File: src/hw/rsDataPkg.sv
// reservation station forward path data types for operands and result buses
package rsDataPkg;

  // a 64-bit value with one tag bit in the top position
  localparam int DATA_WIDTH = 65;

  // functional units that drive a result bus
  localparam int NUM_FU = 10;

  // width of a unit index in the source select
  localparam int UNIT_W = $clog2(NUM_FU);

  typedef logic [DATA_WIDTH-1:0] opData_t;

  // one word per functional unit, indexed by unit number
  // the same layout carries the live results and the copies one cycle older
  typedef struct packed {
    opData_t [NUM_FU-1:0] fu;
  } fuBus_t;

  // per-slot operand inputs presented together with the forward codes
  typedef struct packed {
    opData_t oldData;  // value already held in the station
    opData_t auxData;  // link value for the jump-and-link-register case
    logic    auxEn;    // aux value replaces the late path
  } opIn_t;

endpackage
File: src/hw/rsCtrlPkg.sv
// reservation station forward path control types for codes and source selection
package rsCtrlPkg;

  import rsDataPkg::*;

  typedef logic [3:0] fwdCode_t;

  // no forwarding requested on this path
  localparam fwdCode_t FWD_NONE = 4'd15;

  // highest real unit, codes 9 through 14 all land here
  localparam fwdCode_t FWD_LAST_FU = 4'd9;

  // live code names this cycle's bus, late code the copy one cycle older
  typedef struct packed {
    fwdCode_t live;
    fwdCode_t late;
  } fwdPair_t;

  typedef enum logic [1:0] {
    SRC_OLD  = 2'd0,
    SRC_LIVE = 2'd1,
    SRC_LATE = 2'd2,
    SRC_AUX  = 2'd3
  } srcKind_t;

  // everything the execute stage needs one cycle after decode
  typedef struct packed {
    srcKind_t          kind;
    logic [UNIT_W-1:0] unit;     // only meaningful for the live and late kinds
    opData_t           oldData;
    opData_t           auxData;
    logic              sxt;      // fill the upper field of the result
  } srcSel_t;

endpackage

File: src/hw/rsForwardTop.sv
// reservation station operand forward path with decode and execute stages
`timescale 1ns/1ps

module rsForwardTop
  import rsDataPkg::*;
  import rsCtrlPkg::*;
#(
  parameter int LOW_WIDTH = 16,    // low field that is never filled
  parameter bit FILL_ONES = 1'b0   // fill value for the upper field
) (
  input  logic     clk,
  input  logic     rst,
  input  logic     stall,    // freezes both stages
  input  fwdPair_t codes,
  input  opIn_t    opIn,
  input  logic     sxtEn,
  input  fuBus_t   fuLive,   // results of the current cycle
  input  fuBus_t   fuLate,   // same results delayed by one cycle
  output opData_t  newData
);

  // select passed from decode to execute
  srcSel_t srcSel;

  fwdDecode decodeStage (
    .clk    (clk),
    .rst    (rst),
    .stall  (stall),
    .codes  (codes),
    .opIn   (opIn),
    .sxtEn  (sxtEn),
    .srcSel (srcSel)
  );

  operandForward #(
    .LOW_WIDTH (LOW_WIDTH),
    .FILL_ONES (FILL_ONES)
  ) executeStage (
    .clk     (clk),
    .rst     (rst),
    .stall   (stall),
    .srcSel  (srcSel),
    .fuLive  (fuLive),
    .fuLate  (fuLate),
    .newData (newData)
  );

endmodule

File: src/hw/operandForward.sv
// operand execute stage that picks the forwarded word, sign-fills it and registers it
`timescale 1ns/1ps

module operandForward
  import rsDataPkg::*;
  import rsCtrlPkg::*;
#(
  parameter int LOW_WIDTH = 16,
  parameter bit FILL_ONES = 1'b0
) (
  input  logic    clk,
  input  logic    rst,
  input  logic    stall,
  input  srcSel_t srcSel,
  input  fuBus_t  fuLive,
  input  fuBus_t  fuLate,
  output opData_t newData
);

  // the filled field runs from LOW_WIDTH up to the bit just under the tag
  localparam opData_t LOW_MASK  = (opData_t'(1) << LOW_WIDTH) - opData_t'(1);
  localparam opData_t TAG_MASK  = opData_t'(1) << (DATA_WIDTH - 1);
  localparam opData_t FILL_MASK = ~(LOW_MASK | TAG_MASK);

  opData_t livePick;
  opData_t latePick;
  opData_t picked;
  opData_t filled;

  // decode never hands over an index past the last unit
  assign livePick = fuLive.fu[srcSel.unit];
  assign latePick = fuLate.fu[srcSel.unit];

  always_comb begin
    case (srcSel.kind)
      SRC_LIVE: begin
        picked = livePick;
      end
      SRC_LATE: begin
        picked = latePick;
      end
      SRC_AUX: begin
        picked = srcSel.auxData;
      end
      default: begin
        picked = srcSel.oldData;
      end
    endcase
  end

  always_comb begin
    filled = picked;
    if (srcSel.sxt) begin
      if (FILL_ONES) begin
        filled = picked | FILL_MASK;
      end else begin
        filled = picked & ~FILL_MASK;
      end
    end
  end

  // result register, the buses are sampled one edge after their codes
  always_ff @(posedge clk) begin
    if (rst) begin
      newData <= '0;
    end else if (!stall) begin
      newData <= filled;
    end
  end

endmodule

File: src/hw/fwdDecode.sv
// forward decode stage that resolves code priority and registers the source select
`timescale 1ns/1ps

module fwdDecode
  import rsDataPkg::*;
  import rsCtrlPkg::*;
(
  input  logic     clk,
  input  logic     rst,
  input  logic     stall,
  input  fwdPair_t codes,
  input  opIn_t    opIn,
  input  logic     sxtEn,
  output srcSel_t  srcSel
);

  srcSel_t selNext;
  logic    liveValid;
  logic    lateValid;

  // codes beyond the last unit alias onto it
  function automatic logic [UNIT_W-1:0] unitOf(input fwdCode_t code);
    logic [UNIT_W-1:0] idx;
    if (code >= FWD_LAST_FU) begin
      idx = UNIT_W'(FWD_LAST_FU);
    end else begin
      idx = UNIT_W'(code);
    end
    return idx;
  endfunction

  assign liveValid = (codes.live != FWD_NONE);
  assign lateValid = (codes.late != FWD_NONE);

  always_comb begin
    selNext.kind    = SRC_OLD;
    selNext.unit    = '0;
    selNext.oldData = opIn.oldData;
    selNext.auxData = opIn.auxData;
    selNext.sxt     = sxtEn;

    if (liveValid) begin
      // live wins when both codes are valid
      selNext.kind = SRC_LIVE;
      selNext.unit = unitOf(codes.live);
    end else if (opIn.auxEn) begin
      selNext.kind = SRC_AUX;  // aux only overrides the late path
    end else if (lateValid) begin
      selNext.kind = SRC_LATE;
      selNext.unit = unitOf(codes.late);
    end
  end

  // codes are taken one cycle ahead of the bus data they point at
  always_ff @(posedge clk) begin
    if (rst) begin
      srcSel.kind    <= SRC_OLD;
      srcSel.unit    <= '0;
      srcSel.oldData <= '0;
      srcSel.auxData <= '0;
      srcSel.sxt     <= 1'b0;
    end else if (!stall) begin
      srcSel <= selNext;
    end
  end

endmodule

File: config.mk
export PLATFORM = sky130hd
export DESIGN_NAME = rsForwardTop
export DESIGN_NICKNAME = d
export VERILOG_FILES = /design/src/hw/rsDataPkg.sv /design/src/hw/rsCtrlPkg.sv /design/src/hw/rsForwardTop.sv /design/src/hw/operandForward.sv /design/src/hw/fwdDecode.sv
export SDC_FILE = /design/constraint.sdc
export NUM_CORES = 1
export LEC_CHECK = 0
export BUFFER_PORTS_ARGS = -buffer_cell sky130_fd_sc_hd__buf_2
export CAP_MARGIN = 30
export CORE_AREA = 3 3 584 586
export CTS_CLUSTER_SIZE = 20
export DETAILED_ROUTE_END_ITERATION = 7
export DIE_AREA = 0 0 587 589
export SYNTH_ARGS = -nofsm -noshare
export SYNTH_HDL_FRONTEND = slang
export SYNTH_SLANG_ARGS = --single-unit
File: constraint.sdc
create_clock -name clk -period 5.8 [get_ports clk]
set_clock_uncertainty 0.15 [all_clocks]
set_input_delay 0 -clock clk [delete_from_list [all_inputs] [get_ports clk]]
set_output_delay 0 -clock clk [all_outputs]
set_load 0.05 [all_outputs]
-- Yosys cells after proc, flatten, opt, wreduce, memory -nomap -nowiden
Index checks and enable logic that the tools add are counted.
- order comparisons: 3
- equality and inequality tests: 5
- muxes and demuxes: 12
- operators with widths (operator ; number):
    binary-select mux 65 bit (select 4 bit) ; 2
    case mux 65 bit (3 select lines) ; 1
    2-to-1 mux 65 bit ; 2
    2-to-1 mux 64 bit ; 1
    2-to-1 mux 4 bit ; 3
    2-to-1 mux 6 bit ; 2
    greater-or-equal comparator 4 bit (second input constant) ; 2
    != test 4 bit (second input constant) ; 2
    less-than comparator 4 x 5 -> 1 bit (second input constant) ; 1
    equality test 2 bit (second input constant) ; 2
    equality test 2 x 1 -> 1 bit (second input constant) ; 1
    2-to-1 mux 2 bit ; 1
- flip-flop bits (word level): 202
- output and inout bits: 65
- logic and storage cells: 26

-- Longest topological paths before layout
Gate-level depths: netlist (run 1).
- word-level depth: 5
- depth in mapped cells: 9
- depth with buffers taken out: 5

-- By module
From an unflattened synthesis (run 1), not the netlist that was laid out.
- cell total of the unflattened synthesis: 1920
- area, all modules: 18674.2 um^2
- by module, submodules not included (module ; instances ; cells an instance ; area an instance (um^2)):
    operandForward ; 1 ; 1459 ; 13695.6
    fwdDecode ; 1 ; 461 ; 4978.5

-- Worst setup path before layout (run 1)
Ideal clock, no wire load.
- path type: reg2reg
- from: register decodeStage.srcSel[131] (netlist name)
- to: register executeStage.newData[16]
- setup time: 0.152 ns
- arrival: 1.529 ns
- data required time: 5.498 ns
- path slack: 3.969 ns
- cell stages (with the launch flop): 7
- clock period less this slack: 1.831 ns
- path through: dfxtp_1 -> buf_4 -> buf_6 -> buf_4 -> mux4_2 -> a21oi_1 -> a221oi_2
- word-level cells in the longest chain between the ends: 4
- elaborated cells on any way between the ends: 6
- those cells by class: mux (6)
- RTL lines (item ; line ; source):
    binary-select mux 65 bit (select 4 bit), on equally long branches ; operandForward.sv:32, operandForward.sv:31 ;
    2-to-1 mux 65 bit, on equally long branches ; operandForward.sv:32, operandForward.sv:31 ;
    case mux 65 bit (3 select lines) (*) ; operandForward.sv:35 ; case (srcSel.kind)
    2-to-1 mux 64 bit (*) ; operandForward.sv:53 ; if (srcSel.sxt) begin
    end signal: assignment ; operandForward.sv:67 ; newData <= filled;
    end: declaration ; operandForward.sv:17 ; output opData_t newData
Mark *: on every way between the ends. The rest lies on a longest branch, timed or not. The select of a mux whose other input is x is not followed.
A chain may end at the register's enable or synchronous reset.

-- Final worst setup path (run 1)
- from: register decodeStage.srcSel[132] (netlist name)
- to: register executeStage.newData[49]
- word-level cells in the longest chain between the ends: 4
- elaborated cells on any way between the ends: 6
- those cells by class: mux (6)
- RTL lines (item ; line):
    binary-select mux 65 bit (select 4 bit), on equally long branches ; operandForward.sv:32, operandForward.sv:31
    2-to-1 mux 65 bit, on equally long branches ; operandForward.sv:32, operandForward.sv:31
    case mux 65 bit (3 select lines) (*) ; operandForward.sv:35
    2-to-1 mux 64 bit (*) ; operandForward.sv:53
Marked as above.

==> results.sh, run 1 <==
export IMPL_hp_class="in -> reg"
export IMPL_synth_distinct_cells=36
export IMPL_fin_ws_ns=0.635
export IMPL_required_ns=6.20
export IMPL_cts_tree="done"
export IMPL_detail_route_wl_per_cell_um=35.7
export IMPL_status="complete, no violations"
export IMPL_drt_initial_drc_count=3191
export IMPL_ant_nets=0
export IMPL_leakage_nw=16.0
export IMPL_post_route_min_period_ns=5.17
export IMPL_cts_buffers=27
export IMPL_initial_core_util_pct=5.55
export IMPL_max_freq_ghz=0.194
export IMPL_critPathLaunchType="register"
export IMPL_async_flop_share_pct=0
export IMPL_grt_max_degree=88
export IMPL_synth_top_area_share_pct=30.4
export IMPL_end_kind="register"
export IMPL_insertion_delay_ns=0.64
export IMPL_io_buffer_count=1507
export IMPL_post_route_util_pct=11.8
export IMPL_antenna_found_initial=466
export IMPL_finalInstanceArea_um2=39700
export IMPL_placed_area_um2=31900
export IMPL_cp_max_fo=87
export IMPL_ys_ff_latch=202
export IMPL_synth_edf_count=0
export IMPL_core_um2=336000
export IMPL_worst_pin_slew_ns=1.15
export IMPL_num_vias=30400
export IMPL_synthCells=1972
export IMPL_cts_root_buf="clkbuf_16"
export IMPL_grt_pass1_wl_mm=374
export IMPL_drive_gt1_share_pct=46.4
export IMPL_first_global_vias=28500
export IMPL_finalSetupViolations=0
export IMPL_synth_flop_cell="dfxtp_1"
export IMPL_avgSynthCellArea_um2=9.46
export IMPL_overflow=0
export IMPL_maxCapViolCount=0
export IMPL_arrival_ns=5.57
export IMPL_synth_nets=3415
export IMPL_finalHoldViolCount=0
export IMPL_synth_top_cell_by_area="mux2i_1"
export IMPL_path_class="reg -> reg"
export IMPL_dr_pass1_iters=6
export IMPL_clockBufferDepth=3
export IMPL_netlist_area_um2=18700
export IMPL_dp_cells=7885
export IMPL_ios=1508
export IMPL_fin_cells=8783
export IMPL_grt_total_usage_pct=17.3
export IMPL_dp_hpwl_mm=277
export IMPL_cts_resized_gates=0
export IMPL_dieHeight_um=589
export IMPL_synth_common_cells="mux2i_1, dfxtp_1, o22ai_1"
export IMPL_tns_ns=0
export IMPL_dieArea_um2=346000
export IMPL_yosysMostFrequentCell="mux2i_1"
export IMPL_place_ws_ns=1.99
export IMPL_grt_setup_unrepaired="false"
export IMPL_num_nets_final=5479
export IMPL_clkSinkCount=202
export IMPL_cts_setup_buffers=0
export IMPL_ys_warn_count=0
export IMPL_routed_wl_mm=314
export IMPL_via_per_inst=3.46
export IMPL_gp_congestion=1.09
export IMPL_peakVddDrop_mv=0.253
export IMPL_synth_area_leaders="mux2i_1, dfxtp_1, mux4_2, o22ai_1, a221oi_2"
export IMPL_die_w_um=587
export IMPL_clk_pin_slew_ns=0.07
export IMPL_seq_area_frac_synth_pct=21.7
export IMPL_slew_headroom_pct=23.2
export IMPL_area_growth_pct=113
export IMPL_maxSlewViolCount=0
export IMPL_min_period_over_period_pct=89.1
export IMPL_htree_levels=1
export IMPL_rows=213
export IMPL_powerDensity_nw_per_um2=159
export IMPL_drc_errors=0
==> power breakdown <==
group / switching, mW / internal (mW) / total, mW
Clock: 0.859 / 0.938 / 1.80
Combinational: 1.65 / 1.30 / 2.96
Sequential: 0.0901 / 1.47 / 1.56
==> placed cells by master (no fill, tap or decap), types with 4 or more instances in the layout <==
| cell type | instances |
|---|---|
| a211oi_1 | 19 |
| a21oi_1 | 83 |
| a221oi_1 | 50 |
| a221oi_2 | 49 |
| a22oi_1 | 34 |
| buf_12 | 8 |
| buf_2 | 1505 |
| buf_4 | 83 |
| buf_6 | 16 |
| buf_8 | 6 |
| clkbuf_16 | 27 |
| clkinv_2 | 6 |
| clkinv_4 | 4 |
| dfxtp_1 | 200 |
| diode_2 | 213 |
| dlygate4sd3_1 | 635 |
| inv_1 | 19 |
| mux2_2 | 51 |
| mux2i_1 | 553 |
| mux2i_2 | 14 |
| mux4_2 | 82 |
| nand2_1 | 68 |
| nand2_4 | 8 |
| nor2_1 | 135 |
| nor2b_1 | 4 |
| nor3_1 | 6 |
| o21ai_0 | 75 |
| o21ai_1 | 10 |
| o221ai_1 | 64 |
| o22ai_1 | 161 |
| o31ai_1 | 48 |
==> kinds of logic (layout without fill, tap and decap cells) <==
logic type	count (synthesis)	count (layout)	share of synthesized area, %
multiplexers	700	700	43.4
AND/OR/NAND/NOR	238	238	5.16
AO/OA/AOI/OAI	594	594	23.3
buffers and inverters	238	2321	6.47
other	0	213	0
flip-flops	202	202	21.7
==> routing by layer <==
layer	routed length (µm)	global-route usage, %
met1	115000	19.2
met2	132000	26.4
met3	45500	10.1
met4	18900	7.82
met5	1990	0
==> critical path: stages, from the launching register on <==
cell and delay, ns:
dfxtp_4 0.98, buf_12 0.49, mux2i_1 0.32, dlygate4sd3_1 0.63, o22ai_1 0.09, dlygate4sd3_1 0.59
o31ai_1 0.24, dlygate4sd3_1 0.60, a221oi_2 0.06, dlygate4sd3_1 0.62
==> final cells by class <==
type,count,area [µm²]
Fill cell,38700,297000
Multi-Input combinational cell,1532,13600
Clock buffer,32,724
Tap cell,4515,5650
Antenna cell,213,533
Sequential cell,202,4050
Timing Repair Buffer,2253,14900
Inverter,20,77.6
Clock inverter,16,136
==> sequential cells by signal (all words and copies together) (netlist names) <==
name / cells
decodeStage.srcSel: 137
executeStage.newData: 65
==> repair_timing <==
action / in CTS / in global routing
hold buffers: 635 / 0
endpoints found under the setup margin: 0 / 0
endpoints found under the hold margin: 202 / 0
==> metrics by stage <==
stage / hold WS [ns] / power [mW]
2_1_floorplan: -0.00606 / 2.58
3_3_place_gp: 0.0797 / 4.04
3_5_place_dp: 0.0871 / 4.12
4_1_cts: 0.000570 / 6.41
5_1_grt: 0.0993 / 6.56
6_report: 0.0542 / 6.32
==> worst paths after layout <==
check        depth (start not counted)                    start                       end  slack, ns
max                                  9  decodeStage.srcSel[132]  executeStage.newData[49]       0.63
min reg2reg                          2   decodeStage.srcSel[56]    decodeStage.srcSel[56]       0.35
min                                  4                opIn[119]   decodeStage.srcSel[119]       0.05
max reg2reg                          9  decodeStage.srcSel[132]  executeStage.newData[49]       0.63
Power figures use the tool's default switching activity.
==> run 2, diff against run 1 <==
--- a/config.mk
+++ b/config.mk
@@ -13,4 +13,5 @@
 export DIE_AREA = 0 0 587 589
 export SYNTH_ARGS = -nofsm -noshare
 export SYNTH_HDL_FRONTEND = slang
+export SYNTH_HIERARCHICAL = 1
 export SYNTH_SLANG_ARGS = --single-unit
==> results.sh, run 2 <==
export IMPL_final_common_cell="buf_2"
export IMPL_die_w_um=587
export IMPL_finalInstanceArea_um2=39300
export IMPL_grt_max_degree=81
export IMPL_status="complete, no violations"
export IMPL_worst_pin_slew_ns=1.24
export IMPL_arrival_ns=5.21
export IMPL_avgSynthCellArea_um2=9.73
export IMPL_largest_reg_flops=137
export IMPL_insertion_delay_ns=0.65
export IMPL_area_growth_pct=110
export IMPL_cts_buffers=35
export IMPL_cts_resized_gates=0
export IMPL_final_cell_mix="buf_2, mux2i_1, dlygate4sd3_1"
export IMPL_cpPeakStageDelay_ns=0.89
export IMPL_rows=213
export IMPL_post_route_min_period_ns=4.83
export IMPL_min_period_over_period_pct=83.2
export IMPL_ys_ff_latch=202
export IMPL_ff2ff_setup_slack_ns=0.97
export IMPL_drt_initial_drc_count=2764
export IMPL_reg2reg_depth=9
export IMPL_finalHoldViolCount=0
export IMPL_ys_warn_count=6
export IMPL_post_route_util_pct=11.7
export IMPL_powerDensity_nw_per_um2=176
export IMPL_cp_common_cell="dlygate4sd3_1"
export IMPL_finalSetupViolations=0
export IMPL_dp_hpwl_mm=288
export IMPL_synth_top_cell_by_area="mux2i_1"
export IMPL_initial_core_util_pct=5.55
export IMPL_worstHoldStart="fuLate[598]"
export IMPL_finalHoldWorstSlack_ns=0.0376
export IMPL_placed_area_um2=31900
export IMPL_num_vias=29500
export IMPL_place_ws_ns=1.57
export IMPL_async_flop_share_pct=0
export IMPL_clockBufferDepth=3
export IMPL_required_ns=6.19
export IMPL_grt_setup_unrepaired="false"
export IMPL_tns_ns=0
export IMPL_synth_top_area_share_pct=30.3
export IMPL_maxCapViolCount=0
export IMPL_ant_nets=0
export IMPL_drc_errors=0
export IMPL_fin_cells=8672
export IMPL_synth_common_cells="mux2i_1, dfxtp_1, o22ai_1"
export IMPL_synth_flop_cell="dfxtp_1"
export IMPL_synth_nets=3363
export IMPL_core_um2=336000
export IMPL_first_global_vias=28200
export IMPL_via_per_inst=3.40
export IMPL_cp_slowest_cell="dfxtp_4"
export IMPL_r2r_start="decodeStage/srcSel[131]"
export IMPL_worstHoldEndpoint="executeStage/newData[13]"
export IMPL_whs_path_depth=5
export IMPL_netlist_area_um2=18700
export IMPL_synth_area_leaders="mux2i_1, dfxtp_1, mux4_2, o22ai_1, nor2_1"
export IMPL_fin_ws_ns=0.975
export IMPL_dr_pass1_iters=6
export IMPL_synth_edf_count=0
export IMPL_hp_class="in -> reg"
export IMPL_cts_root_buf="clkbuf_16"
export IMPL_cts_tree="done"
export IMPL_overflow=0
export IMPL_dieArea_um2=346000
export IMPL_grt_pass1_wl_mm=383
export IMPL_seq_area_frac_synth_pct=21.7
export IMPL_cp_cell_sequence="buf_4, mux2i_1, dlygate4sd3_1, o22ai_1, dlygate4sd3_1, o31ai_1, dlygate4sd3_1, a311oi_1, dlygate4sd3_1"
export IMPL_dieHeight_um=589
export IMPL_synth_distinct_cells=46
export IMPL_htree_levels=2
export IMPL_regArea_um2=4050
export IMPL_dp_cells=7825
export IMPL_clk_pin_slew_ns=0.07
export IMPL_routed_wl_mm=324
export IMPL_yosysMostFrequentCell="mux2i_1"
export IMPL_leakage_nw=16.0
export IMPL_slew_headroom_pct=17.1
export IMPL_clkSinkCount=202
export IMPL_r2r_end="executeStage/newData[17]"
export IMPL_ios=1508
export IMPL_detail_route_wl_per_cell_um=37.4
export IMPL_num_nets_final=5339
export IMPL_end_kind="register"
export IMPL_reg_top3="decodeStage/srcSel: 137 flops, executeStage/newData: 65 flops"
export IMPL_multiInputGateArea_um2=13700
export IMPL_maxSlewViolCount=0
export IMPL_grt_total_usage_pct=17.9
export IMPL_antenna_found_initial=456
export IMPL_critPathLaunchType="register"
export IMPL_drive_gt1_share_pct=48.0
export IMPL_fillCellCount=38900
export IMPL_path_class="reg -> reg"
export IMPL_synthCells=1920
export IMPL_max_freq_ghz=0.207
export IMPL_peakVddDrop_mv=0.179
export IMPL_largest_register="decodeStage/srcSel"
export IMPL_gp_congestion=1.03
export IMPL_io_buffer_count=1507
export IMPL_cp_max_fo=35
export IMPL_finalPower_mw=6.93
run 2: cell count changes after synthesis, moves of 33 or more:
cell / before / now
a21oi_1: 83 / 50
a221oi_2: 48 / 2
a22oi_1: 34 / 0
a311oi_1: 0 / 51
o21a_1: 0 / 49
o21ai_0: 75 / 18
o221a_2: 0 / 36
o221ai_1: 65 / 0
run 2: cell type report:
| class | instances | share of cell area (%) |
|---|---|---|
| repair buffers | 2159 | 35.8 |
| multi-input cells | 1493 | 34.9 |
| well taps | 4515 | 14.4 |
| flip-flops and latches | 202 | 10.3 |
| clock buffers | 44 | 2.58 |
| diodes | 236 | 1.50 |
| clock inverters | 18 | 0.538 |
| inverters | 5 | 0.0542 |
run 2: routing by layer:
layer | up-vias | share of wire, % | global-route usage [%]
li1 | 12000 | - | -
met1 | 13900 | 36 | 19.6
met2 | 2461 | 44 | 28.6
met3 | 954 | 13 | 8.81
met4 | 224 | 6.5 | 9.30
met5 | - | 0.46 | 0
run 2: worst max path at each step:
| stage | startpoint | end | slack [ns] |
|---|---|---|---|
| after global placement | decodeStage/srcSel[131] | executeStage/newData[30] | 1.52 |
| after CTS | decodeStage/srcSel[131] | executeStage/newData[17] | 0.92 |
| after detailed placement | decodeStage/srcSel[131] | executeStage/newData[55] | 1.57 |
| after floorplan | decodeStage/srcSel[131] | executeStage/newData[10] | 3.66 |
| final | decodeStage/srcSel[131] | executeStage/newData[17] | 0.97 |
| after global routing | decodeStage/srcSel[131] | executeStage/newData[63] | 0.76 |
run 2: critical path, delay by kind of cell (launching register included):
kind / cells / cell delay, ns
multiplexers: 1 / 0.25
flip-flops: 1 / 0.89
buffers and inverters: 5 / 3.01
AO/OA/AOI/OAI: 3 / 0.34
run 2: cell families (layout without fill, tap and decap cells):
kind of cell | count (synthesis) | in the layout | synth area share (%)
other | 0 | 236 | 0
DFF | 202 | 202 | 21.7
AOI/OAI and AO/OA | 529 | 529 | 21.6
buffers and inverters | 225 | 2226 | 5.98
muxes | 699 | 699 | 44.3
and+or+nand+nor | 265 | 265 | 6.47
run 2: power by group:
group	internal, mW	switching, mW
logic	1.29	1.64
clock network	1.38	1.04
registers	1.47	0.0950
run 2: what timing repair did:
action                                 CTS  global route
buffers inserted                         0             0
hold buffers                           546             0
endpoints found under the hold margin  202             0
